### config.mk
export PLATFORM = sky130hd
export DESIGN_NAME = fft_butterfly
export DESIGN_NICKNAME = d
export VERILOG_FILES = /design/src/hdl/fft_pkg.sv /design/src/hdl/fft_butterfly.sv
export VERILOG_INCLUDE_DIRS = /design/src /design/src/include
export SDC_FILE = /design/constraint.sdc
export NUM_CORES = 2
export LEC_CHECK = 0
export BUFFER_PORTS_ARGS = -buffer_cell sky130_fd_sc_hd__buf_2
export CAP_MARGIN = 20
export CORE_MARGIN = 2
export CORE_UTILIZATION = 46
export DETAILED_ROUTE_END_ITERATION = 12
export PLACE_DENSITY = 0.62
export SYNTH_ARGS = -nofsm -noshare
export SYNTH_HDL_FRONTEND = slang
export SYNTH_SLANG_ARGS = --single-unit
export TNS_END_PERCENT = 20
### constraint.sdc
create_clock -name clk -period 41.2 [get_ports clk]
set_clock_uncertainty 0.05 [all_clocks]
set_input_delay 4.12 -clock clk [delete_from_list [all_inputs] [get_ports clk]]
set_output_delay 4.12 -clock clk [all_outputs]
set_load 0.005 [all_outputs]
### src/include/fft_defs.svh
// FFT accelerator widths

`ifndef FFT_DEFS_SVH
`define FFT_DEFS_SVH

// Cache line width in bits.
`define FFT_LINE_W 512

// Complex samples per line.
`define FFT_SAMPLES 16

// Cache-line address width.
`define FFT_ADDR_W 32

// Line FIFO depth, also the bound on reads in flight plus lines held.
`define FFT_FIFO_DEPTH 8

`endif

### src/hdl/fft_pkg.sv
// FFT shared types

`include "fft_defs.svh"

package fft_pkg;

  typedef struct packed {
    logic signed [15:0] re;
    logic signed [15:0] im;
  } t_sample;

  // One cache line, as memory sees it or as samples (sample 0 lowest).
  typedef union packed {
    logic [`FFT_LINE_W-1:0]     raw;
    t_sample [`FFT_SAMPLES-1:0] smp;
  } t_line;

  typedef logic [`FFT_ADDR_W-1:0] t_cl_addr;

  typedef enum logic [1:0] {
    RD_IDLE,
    RD_FETCH,
    RD_WAIT,
    RD_FINISH
  } t_rd_state;

  typedef enum logic [2:0] {
    WR_IDLE,
    WR_DATA,
    WR_DRAIN,
    WR_STATUS,
    WR_DONE
  } t_wr_state;

  localparam logic [31:0] HC_CONTROL_START = 32'h0000_0001;

endpackage : fft_pkg

### src/hdl/fft_butterfly.sv
// Radix-2 butterfly over a line pair

`timescale 1ns/1ps

`include "fft_defs.svh"

module fft_butterfly (
  input  logic           clk,
  input  logic           reset,
  input  logic           pair_start,
  input  fft_pkg::t_line line_in,
  output logic           next_out,
  output fft_pkg::t_line line_out,
  output logic           line_valid
);

  fft_pkg::t_line a_line;
  fft_pkg::t_line sum_line;
  fft_pkg::t_line diff_line;
  logic [1:0]     cap_cnt;
  logic           emit_diff;

  // Line a arrives when cap_cnt is 2, line b when it is 1.
  always_ff @(posedge clk or posedge reset) begin
    if (reset) begin
      cap_cnt    <= 2'd0;
      next_out   <= 1'b0;
      emit_diff  <= 1'b0;
      line_valid <= 1'b0;
    end else begin
      if (pair_start) begin
        cap_cnt <= 2'd2;
      end else if (cap_cnt != 2'd0) begin
        cap_cnt <= cap_cnt - 1'b1;
      end
      next_out   <= (cap_cnt == 2'd1);
      emit_diff  <= next_out;
      line_valid <= next_out || emit_diff;
    end
  end

  always_ff @(posedge clk) begin
    if (cap_cnt == 2'd2) begin
      a_line <= line_in;
    end
    // Wrapping 16-bit sums and differences, no scaling.
    if (cap_cnt == 2'd1) begin
      for (int i = 0; i < `FFT_SAMPLES; i++) begin
        sum_line.smp[i].re  <= a_line.smp[i].re + line_in.smp[i].re;
        sum_line.smp[i].im  <= a_line.smp[i].im + line_in.smp[i].im;
        diff_line.smp[i].re <= a_line.smp[i].re - line_in.smp[i].re;
        diff_line.smp[i].im <= a_line.smp[i].im - line_in.smp[i].im;
      end
    end
    if (next_out) begin
      line_out <= sum_line;
    end else if (emit_diff) begin
      line_out <= diff_line;
    end
  end

  a_pair_spacing: assert property (@(posedge clk) disable iff (reset)
    pair_start |-> (cap_cnt == 2'd0));

endmodule : fft_butterfly

# == Word-level counts from Yosys, hierarchy flattened ==
# Index checks and enable logic that the tools add are counted.
# op_classes
n_reduce_logical,4
n_addsub,65
mux,4
n_eq_ne,2
# op_table
op,count
$mux W512,2
$add A16 B16 Y16,32
$sub A16 B16 Y16,32
$reduce_bool A2 Y1,3
$mux W2,2
$eq A2 B1 Y1 const B,1
$eq A2 B2 Y1 const B,1
$sub A2 B1 Y2 const B,1
$logic_or A1 B1 Y1,1
# word_totals
out_inout_bits,514
ff_bits,2053

# == Longest topological paths before layout ==
# logic_depth
word_depth,3
ltp_mapped,10
depth_no_buf,10

# == Worst setup path before layout ==
# Ideal clock, no wire load.
# synth_path
path_type,reg-to-reg
start,register cap_cnt[1]
end,register next_out
path_stages_with_launch,3
arrival_ns,22.975
path_slack_ns,15.636
setup_time_ns,2.539
path_buffers,0
cell_sequence,dfrtp_1 inv_1 ha_1
# synth_via
elab_chain_cells,1
# synth_lines
item,line_no,source
from (decl),fft_butterfly.sv:20,logic [1:0] cap_cnt;
from (signal assigned),fft_butterfly.sv:34,cap_cnt <= cap_cnt - 1'b1;
$eq A2 B1 Y1,fft_butterfly.sv:36,next_out <= (cap_cnt == 2'd1);
to (signal assigned),fft_butterfly.sv:36,
to (decl),fft_butterfly.sv:12,"output logic next_out,"
# No other way between the ends.
# A chain may end at the register's enable or synchronous reset.

# == Worst setup path after layout ==
# layout_path
start,input line_in[352] in the netlist's numbering
end,register sum_line[366] in the netlist's numbering (data pin)
# layout_via
elab_chain_cells,1
# layout_lines
item,line_no,source
from (decl),fft_butterfly.sv:11,"input fft_pkg::t_line line_in,"
$add A16 B16 Y16,fft_butterfly.sv:50,sum_line.smp[i].im <= a_line.smp[i].im + line_in.smp[i].im;
to (decl),fft_butterfly.sv:18,fft_pkg::t_line sum_line;
# No other way between the ends.

==> flow_summary.json <==
{
  "post_cts_buffers": 0,
  "cts_tree": "yes",
  "die_h_um": 498,
  "stdcell_area_mm2": 0.128,
  "finalSetupTns_ps": 0,
  "synth_area_leaders": "edfxtp_1 54%, ha_1 11%, xnor2_1 5.1%, mux2_2 4.8%, inv_1 3.2%",
  "drv_cap": 0,
  "power.total_mw": 8.96,
  "route.met2.wl_um": 133000,
  "wl_met1_um": 112000,
  "utilization": 0.528,
  "slew_violations": 0,
  "antenna_found_initial": 196,
  "numClockSinks": 2021,
  "reg2reg_slack_ps": 35910,
  "cts_resized": 0,
  "yosys_warnings": 0,
  "r2r-start": "cap_cnt[1]",
  "grt_pass1_wl_um": 428000,
  "gr-total-overflow": 0,
  "placed_cell_area_mm2": 0.121,
  "clk_pin_slew_worst_paths_ps": 60,
  "ir_worst_vdd_mv": 0.0504,
  "htree_levels": 4,
  "status": "finished, final reports clean",
  "ant_nets": 0,
  "slew_headroom": 0.289,
  "hpwl_um": 214000,
  "gp_congestion": 0.923,
  "path_max_fanout": 3,
  "wl_per_cell_um": 20.6,
  "period_share": 0.152,
  "drc_errors": 0,
  "pwr-share-clk": 0.226,
  "viasPerCell": 5.35,
  "critPathCapture": "sum_line[366]",
  "clockBufferDepth": 3,
  "critPathLaunchType": "primary input",
  "worstRegToRegCells": 6,
  "initial_core_util": 0.462,
  "ys_seq_elements": 2021,
  "top_layer_used": "met5",
  "worstSetupPathType": "primary input to flip-flop",
  "first_pass_iters": 8,
  "drive_gt1_frac": 0.187,
  "syn_avg_cell_area_um2": 12.1,
  "syn_to_final_growth_pct": 14.1,
  "synth-edff-count": 2016,
  "met3_length_um": 25500,
  "finalCriticalPeriod_ps": 6280,
  "drtIter0Drc": 4776,
  "grt_pass1_vias": 73228,
  "ys.flop_type": "edfxtp_1",
  "finalHoldViolCount": 0,
  "hp-class": "flip-flop to flip-flop",
  "power_frac_comb": 0.386,
  "synth_top_area_frac": 0.539,
  "fin_nets": 11801,
  "rr_endpoint": "diff_line[152]",
  "hold_buffers": 0,
  "crit_path_end_kind": "flip-flop",
  "p_leak_nw": 50.5,
  "power_density_mw_per_mm2": 69.9,
  "io_pins": 1029,
  "grt_max_degree": 161,
  "cts-root-buf": "clkbuf_16",
  "seqPwrFrac": 0.387,
  "synth_area_mm2": 0.112,
  "p_switching_mw": 3.15,
  "yosysSeqAreaShare": 0.540,
  "vias": 73435,
  "synth_cells": 9317,
  "fp-row-count": 181,
  "yosys.area.top_type": "edfxtp_1",
  "die_x_um": 498,
  "core_area_mm2": 0.243,
  "numCtsBuffers": 223,
  "netSwitchingFraction": 0.351,
  "insertion_delay_ps": 870,
  "portBuffers": 1028,
  "finalWirelength_um": 283000,
  "setup-violations-final": 0,
  "arrival_ps": 6810,
  "critPathLaunch": "line_in[352]",
  "fmax_ghz": 0.159,
  "track_usage": 0.222,
  "rsz0062_at_grt": "false",
  "tightest_slew_ps": 1070,
  "crit_required_ps": 41730,
  "synth_nets": 10859,
  "internal-power_mw": 5.82,
  "ys_async_sr_fraction": 0.00247,
  "synth_cell_type_count": 80,
  "dieArea_mm2": 0.248
}
[state kept, by name, summed over array words and instances, names as in the netlist]
register    cells
emit_diff       1
diff_line     480
next_out        1
cap_cnt         2
a_line        512
line_valid      1
sum_line      512
line_out      512
[how the worst min path moves through the flow]
stage / from / to / cells past startpoint
3_3_place_gp: sum_line[480] / line_out[480] / 0
2_1_floorplan: next_out / emit_diff / 0
6_report: sum_line[240] / line_out[240] / 0
4_1_cts: sum_line[240] / line_out[240] / 0
3_5_place_dp: sum_line[320] / line_out[320] / 0
5_1_grt: sum_line[240] / line_out[240] / 0
[kinds of logic (layout without fill, tap and decap cells)]
group	count (synthesis)	count (layout)	share of synthesized area
adder cells (fa/ha/maj)	1027	1027	0.119
other	0	81	0
XOR/XNOR	833	833	0.0649
multiplexers	490	490	0.0490
AND/OR/NAND/NOR	1873	1873	0.0809
AO/OA/AOI/OAI	1778	1778	0.103
buffers and inverters	1295	2426	0.0437
flip-flops	2021	2021	0.540
[power by group through the flow]
| stage | Sequential, mW | Combinational, mW | Clock, mW |
|---|---|---|---|
| after floorplan | 3.86 | 2.46 | 0 |
| after global placement | 3.49 | 3.42 | 0 |
| after detailed placement | 3.52 | 3.47 | 0 |
| after CTS | 3.48 | 3.48 | 2.09 |
| after global routing | 3.53 | 3.85 | 2.16 |
| final | 3.47 | 3.46 | 2.03 |
[cells in the mapped netlist, types with 103 or more instances]
cell type,n
a21oi_1,625
clkbuf_1,306
edfxtp_1,2016
ha_1,963
inv_1,947
mux2_2,482
nand2_1,202
nand2b_1,138
nor2_1,785
nor2b_1,177
nor3_1,180
o21a_1,116
o21ai_0,278
o21bai_1,107
or3_1,103
xnor2_1,656
xor2_1,177
[final cells by class]
type	count	area (um^2)
Multi-Input combinational cell	6001	46800
Timing Repair Buffer	1061	5470
Clock buffer	256	5730
Inverter	951	3570
Antenna cell	81	203
Clock inverter	158	1750
Tap cell	3202	4010
Sequential cell	2021	60700
Fill cell	20928	115000
[metal layers]
| metal | vias to the layer above | global-route usage |
|---|---|---|
| met1 | 35389 | 0.264 |
| met2 | 1967 | 0.368 |
| met5 | - | 0 |
| met4 | 130 | 0.0874 |
| met3 | 617 | 0.0770 |
| li1 | 35332 | - |
[layout by cell type (no fill, tap or decap), types with 103 or more instances in the layout]
master and n:
inv_1 947, a21oi_1 625, mux2_2 482, or3_1 103, nor3_1 180, o21bai_1 107
nor2b_1 177, buf_2 1028, xor2_1 177, xnor2_1 656, clkbuf_16 223, edfxtp_1 2016
o21ai_0 278, o21a_1 116, nor2_1 785, ha_1 961, nand2b_1 138, nand2_1 202
[stage by stage]
step	setup WS [ps]	std cells	hold slack (ps)
2_1_floorplan	15640	9317	344
3_3_place_gp	34100	13236	350
3_5_place_dp	34160	13236	355
4_1_cts	34960	13650	366
5_1_grt	34850	13685	372
6_report	34920	13731	350
[critical path, stage by stage]
cell and delay [ps]:
buf_2 120, ha_1 220, fa_1 410, nor2b_1 150
o21bai_1 270, o311a_1 250, a21oi_1 160, a2111oi_0 760
a21oi_1 190, xnor2_1 160
Note: power is estimated with default switching activity, not from simulation.
