`src/include/fft_defs.svh`:
```
// FFT accelerator widths

`ifndef FFT_DEFS_SVH
`define FFT_DEFS_SVH

// Cache line width in bits.
`define FFT_LINE_W 512

// Complex samples per line.
`define FFT_SAMPLES 16

// Cache-line address width.
`define FFT_ADDR_W 32

// Line FIFO depth, also the bound on reads in flight plus lines held.
`define FFT_FIFO_DEPTH 8

`endif

```
`src/hdl/fft_pkg.sv`:
```
// FFT shared types

`include "fft_defs.svh"

package fft_pkg;

  typedef struct packed {
    logic signed [15:0] re;
    logic signed [15:0] im;
  } t_sample;

  // One cache line, as memory sees it or as samples (sample 0 lowest).
  typedef union packed {
    logic [`FFT_LINE_W-1:0]     raw;
    t_sample [`FFT_SAMPLES-1:0] smp;
  } t_line;

  typedef logic [`FFT_ADDR_W-1:0] t_cl_addr;

  typedef enum logic [1:0] {
    RD_IDLE,
    RD_FETCH,
    RD_WAIT,
    RD_FINISH
  } t_rd_state;

  typedef enum logic [2:0] {
    WR_IDLE,
    WR_DATA,
    WR_DRAIN,
    WR_STATUS,
    WR_DONE
  } t_wr_state;

  localparam logic [31:0] HC_CONTROL_START = 32'h0000_0001;

endpackage : fft_pkg

```
`src/hdl/fft_line_fifo.sv`:
```
// Line FIFO with show-ahead head

`timescale 1ns/1ps

`include "fft_defs.svh"

module fft_line_fifo #(
  parameter int DEPTH = `FFT_FIFO_DEPTH
) (
  input  logic                       clk,
  input  logic                       reset,
  input  logic                       enq_en,
  input  fft_pkg::t_line             enq_data,
  input  logic                       deq_en,
  output fft_pkg::t_line             deq_data,
  output logic [$clog2(DEPTH+1)-1:0] count
);

  localparam int PTR_W = (DEPTH > 1) ? $clog2(DEPTH) : 1;

  logic [`FFT_LINE_W-1:0] mem [DEPTH];
  logic [PTR_W-1:0]       wr_ptr;
  logic [PTR_W-1:0]       rd_ptr;

  // Head is visible before it is dequeued.
  assign deq_data.raw = mem[rd_ptr];

  always_ff @(posedge clk) begin
    if (enq_en) begin
      mem[wr_ptr] <= enq_data.raw;
    end
  end

  always_ff @(posedge clk or posedge reset) begin
    if (reset) begin
      wr_ptr <= '0;
      rd_ptr <= '0;
      count  <= '0;
    end else begin
      if (enq_en) begin
        wr_ptr <= (wr_ptr == PTR_W'(DEPTH - 1)) ? '0 : wr_ptr + 1'b1;
      end
      if (deq_en) begin
        rd_ptr <= (rd_ptr == PTR_W'(DEPTH - 1)) ? '0 : rd_ptr + 1'b1;
      end
      case ({enq_en, deq_en})
        2'b10:   count <= count + 1'b1;
        2'b01:   count <= count - 1'b1;
        default: count <= count;
      endcase
    end
  end

  a_no_overflow: assert property (@(posedge clk) disable iff (reset)
    enq_en |-> (count != DEPTH));

  a_no_underflow: assert property (@(posedge clk) disable iff (reset)
    deq_en |-> (count != '0));

endmodule : fft_line_fifo

```
`config.mk`:
```
export PLATFORM = sky130hd
export DESIGN_NAME = fft_line_fifo
export DESIGN_NICKNAME = d
export VERILOG_FILES = /design/src/hdl/fft_pkg.sv /design/src/hdl/fft_line_fifo.sv
export VERILOG_INCLUDE_DIRS = /design/src /design/src/include
export SDC_FILE = /design/constraint.sdc
export NUM_CORES = 2
export LEC_CHECK = 0
export BUFFER_PORTS_ARGS = -buffer_cell sky130_fd_sc_hd__buf_2
export CELL_PAD_IN_SITES_DETAIL_PLACEMENT = 1
export CELL_PAD_IN_SITES_GLOBAL_PLACEMENT = 1
export CORE_MARGIN = 4
export CORE_UTILIZATION = 46
export CTS_BUF_LIST = sky130_fd_sc_hd__clkbuf_4 sky130_fd_sc_hd__clkbuf_8 sky130_fd_sc_hd__clkbuf_16
export CTS_CLUSTER_DIAMETER = 80
export DETAILED_ROUTE_END_ITERATION = 10
export PLACE_DENSITY_LB_ADDON = 0.1
export SLEW_MARGIN = 20
export SYNTH_ARGS = -nofsm -noshare
export SYNTH_HDL_FRONTEND = slang
export SYNTH_SLANG_ARGS = --single-unit
```
`constraint.sdc`:
```
create_clock -name clk -period 70.2 [get_ports clk]
set_input_delay 3.51 -clock clk [delete_from_list [all_inputs] [get_ports clk]]
set_output_delay 3.51 -clock clk [all_outputs]
set_load 0.02 [all_outputs]
```
# ---- Yosys cells after proc, flatten, opt, wreduce, memory -nomap -nowiden
# Memory sizes are Yosys's and may differ from the RTL's.
# Index checks and enable logic that the tools add are counted.
# Widths: inputs -> output; s select.
dict set report totals {
  register_bits 10
  latch_bits 0
  mem_bits_rw 4096
  rom_bits 0
  n_memories 1
}
# name depth word_bits read_ports rd_clocked_by_memory_dff wr line_no
set memory_table {}
lappend memory_table {mem 8 512 1 0 1 fft_line_fifo.sv:21} ;# logic [`FFT_LINE_W-1:0] mem [DEPTH];
dict set report classes {
  n_addsub 4
  n_mul 0
  div_mod_pow 0
  order_cmp 0
  eq_ne 4
  shift 0
  n_mux 5
  bitwise_logic 0
  n_reduce_logical 1
}
# op n
set ops {}
lappend ops {{$pmux 4 s2} 1}
lappend ops {{$add 3x1->3 const B} 2}
lappend ops {{$eq 3x3->1 const B} 2}
lappend ops {{$mux 3} 2}
lappend ops {{$add 4x1->4 const B} 1}
lappend ops {{$sub 4x1->4 const B} 1}
lappend ops {{$eq 2x1->1 const B} 1}
lappend ops {{$eq 2x2->1 const B} 1}
lappend ops {{$mux 1} 2}
lappend ops {{$reduce_bool 2->1} 1}

# ---- Logic depth before layout (Yosys ltp)
dict set report depth {
  ltp_word 2
  mapped_depth 7
}

# ---- Worst setup path before layout
# OpenSTA, ideal clock, no wires.
dict set report synth_timing {
  path_kind {input to register}
  from {in enq_en}
  to {mem mem[0][0] (netlist bit) (enable)}
  setup_time_ns 2.015
  arrival_time_ns 37.995
  required_ns 68.185
  path_slack_ns 30.190
  path_stages 2
  n_path_buf 0
  path_cell_list {nand2b_1 > nor3_1}
}
dict set report synth_between {
  elab_chain_cells 2
}
# element line_no
set synth_lines {}
lappend synth_lines {{start, declared} fft_line_fifo.sv:12} ;# input logic enq_en,
lappend synth_lines {{$mux 1} fft_line_fifo.sv:29} ;# if (enq_en) begin
lappend synth_lines {{$mux 1 (implied by the code)} fft_line_fifo.sv:30} ;# mem[wr_ptr] <= enq_data.raw;
lappend synth_lines {{end, declared} fft_line_fifo.sv:21}
# Every way passes these cells.

==> impl_metrics.csv <==
group,metric,value,unit
sta,final-setup-viol-count,0,
floorplan,fp.dieH,586.4,um
synthesis,postSynthCellCount,5977,
sta,grt_setup_unrepaired,"no",
sta,min_period_over_period,15.45,%
synthesis,yosysMostFrequentCell,"sky130_fd_sc_hd__edfxtp_1",
synthesis,syn_area_per_cell,25.74,um^2
worst_setup_path,critical_path.max_fanout,103,
clocking,htreeDepth,5,
worst_setup_path,worst-endpoint-arrival,7340,ps
sta,slew_headroom,19.92,%
worst_setup_path,worst_setup_path_start_kind,"register",
status,status,"finished, final reports clean",
synthesis,synth_ff_type,"sky130_fd_sc_hd__edfxtp_1",
place,dp.final_hpwl,215.1,mm
clocking,clock-root-buffer,"sky130_fd_sc_hd__clkbuf_16",
sta,max_slew.worst_pin.slew,1201,ps
floorplan,initial_core_util,46.18,%
pwr,largest_vdd_supply_drop,28.04,uV
synthesis,netlist-cell-type-count,30,
sta,finalHoldViolations,0,
sta,fin_tns_setup,0,ps
clocking,clkSlewWorstSetupHoldPaths,60,ps
floorplan,chip_width,586.4,um
layout,flow.area_growth_from_synthesis,15.99,%
floorplan,ios,1032,
global_route,grt_pass1_wl,537.5,mm
detailed_routing,wire_per_inst,30.91,um
synthesis,synth_edf_count,4096,
clocking,numCtsBuffers,430,
detailed_routing,ant_nets,0,
clocking,tritoncts_clock_tree,"yes",
synthesis,ys_async_sr_fraction,0.2435,%
global_route,grt_pass1_vias,73360,
global_route,grt_util_all_layers,21.60,%
worst_setup_path,required,66690,ps
worst_setup_path,max_stage_delay,1080,ps
clocking,clkSinkCount,4106,
min_path,worst_hold_path_class,"register to register",
worst_setup_path,cp-end-kind,"primary output",
synthesis,yosysWarningCount,0,
layout,post_route_cells_drive_above_1_share,44.53,%
sta,clock-skew-final,49.08,ps
worst_setup_path,timing.critical_path.buf_inv,6,
synthesis,synth-seq-area-share,80.10,%
clocking,post_cts_buffers,0,
place,gp_routability_congestion,0.7623,
detailed_routing,drt_iter0_markers,5686,
clocking,cts_max_path_buffers,4,
detailed_routing,vias_per_cell,5.653,
synthesis,synth.net_count,6500,
floorplan,dieArea,343800,um^2
clocking,cts_stage_hold_buffer_count,0,
detailed_routing,remaining_drc_errors,0,
floorplan,standard_cell_core_area,333200,um^2
pwr,powerDensity,41.39,nW/um^2
global_route,grt_antenna_before_repair,237,
layout,fin_nets,7799,
clocking,ctsResizeCount,0,
detailed_routing,route.final.wire_length,373.8,mm
detailed_routing,detail_route.first_pass.iterations,5,
sta,timing.fmax,92.20,MHz
synthesis,synth_area_leaders,"sky130_fd_sc_hd__edfxtp_1 (80%), sky130_fd_sc_hd__mux4_2 (15%), sky130_fd_sc_hd__mux2_2 (3.8%)",
synthesis,synthDominantAreaCellType,"sky130_fd_sc_hd__edfxtp_1",
global_route,total_congestion_overflow,0,
synthesis,syn_area,153900,um^2
worst_setup_path,critical_path.most_common_cell,"sky130_fd_sc_hd__buf_4",
clocking,worstSkewPairLatency,940,ps
global_route,maximum_number_of_pins_on_one_net_before_global_route_repair,137,
synthesis,synth_top_area_share,79.94,%
detailed_routing,vias,68360,
worst_setup_path,crit_type,"register to primary output",
sta,final.min_clock_period,10850,ps
worst_setup_path,critical_path.cell_chain,"buf_4 -> buf_12 -> buf_4 -> buf_4 -> buf_4 -> mux4_2 -> mux2_2 -> buf_2",
synthesis,yosys-top-cells-count,"sky130_fd_sc_hd__edfxtp_1 (4096), sky130_fd_sc_hd__mux4_2 (1024), sky130_fd_sc_hd__mux2_2 (517)",
floorplan,placementRows,212,
sta,fin_worst_hold_slack,581.7,ps
job,cap_viol_max_count,0,
sta,final_max_slew_viol_count,0,
worst_setup_path,critical-path-slowest-cell,"sky130_fd_sc_hd__dfrtp_4",
synthesis,synth_seq_cells,4106,
worst_setup_path,path_delay_family,"buffers and inverters",
pwr,p_leak,57.64,nW
place,input_output_buffers,1031,
-- cell type report --
| cell class | instances | area [um^2] |
|---|---|---|
| antenna | 87 | 217.7 |
| clock buffer | 527 | 11610 |
| clock inverter | 248 | 2250 |
| fill | 28160 | 154700 |
| inverter | 4 | 15.01 |
| multi-input combinational | 1581 | 29240 |
| sequential | 4106 | 123300 |
| tap | 4387 | 5489 |
| timing repair buffer | 1153 | 6399 |
-- through the flow --
stage          setup slack, ps  instances  instance area (um^2)  utilization (%)  total power, W
5_1_grt                  58450      12030                178300            53.53        0.007717
3_5_place_dp             59880      11230                164300            49.33        0.005271
3_3_place_gp             59880      11230                164300            49.32        0.005242
4_1_cts                  58820      12000                178200            53.49        0.007508
6_report                 59350      12090                178500            53.57        0.007388
2_1_floorplan            30190       5977                153900                -        0.004772
-- cell usage in the layout (no fill, tap or decap), types with 21 or more instances in the layout --
cell type                   instances
sky130_fd_sc_hd__buf_12            21
sky130_fd_sc_hd__buf_2           1031
sky130_fd_sc_hd__buf_4             98
sky130_fd_sc_hd__bufinv_16         33
sky130_fd_sc_hd__clkbuf_16        436
sky130_fd_sc_hd__clkbuf_4          89
sky130_fd_sc_hd__clkinv_1          89
sky130_fd_sc_hd__clkinv_2          85
sky130_fd_sc_hd__diode_2           87
sky130_fd_sc_hd__edfxtp_1        4096
sky130_fd_sc_hd__mux2_2           517
sky130_fd_sc_hd__mux4_2          1024
-- cells by family after synthesis --
kind of cell / count (synthesis) / synth area share [%]
compound gates: 7 / 0.03334
xor+xnor: 3 / 0.01708
fa+ha+maj: 7 / 0.05692
buf+inv: 290 / 0.9351
flops: 4106 / 80.10
mux: 1543 / 18.78
simple gates: 21 / 0.07319
-- per-layer routing --
layer,wire length (um),track usage (%)
met2,178100,33.61
met3,36090,7.804
met4,9565,5.490
met5,890,0
met1,149200,29.22
-- worst paths after layout --
path | start | to | slack [ps] | depth (start not counted)
max in group asynchronous | reset | rd_ptr[1] | 67250 | 2
worst min-delay path | wr_ptr[0] | wr_ptr[0] | 580 | 2
worst max register to register | wr_ptr[1] | mem[5][262] | 65170 | 6
min in group asynchronous | reset | count[2] | 2580 | 2
worst max-delay path | rd_ptr[0] | deq_data[91] | 59350 | 8
worst min register to register | wr_ptr[0] | wr_ptr[0] | 580 | 2
-- flip-flops by register name, summed over array words and instances (netlist names) --
register  flops
count         4
wr_ptr        3
rd_ptr        3
mem        4096
-- worst register-to-register path, delay by kind of cell (launching register included) --
family	cells	cell delay, ps
buffers and inverters	4	3230
DFF	1	460
and+or+nand+nor	2	900
-- where the power goes --
part / internal, W / switching, W / leakage, nW
logic: 0.000795 / 0.00126 / 13.4
clock network: 0.00129 / 0.000926 / 6.90
registers: 0.00303 / 0.0000775 / 37.3
No activity file was read; power rests on OpenSTA's default activity.
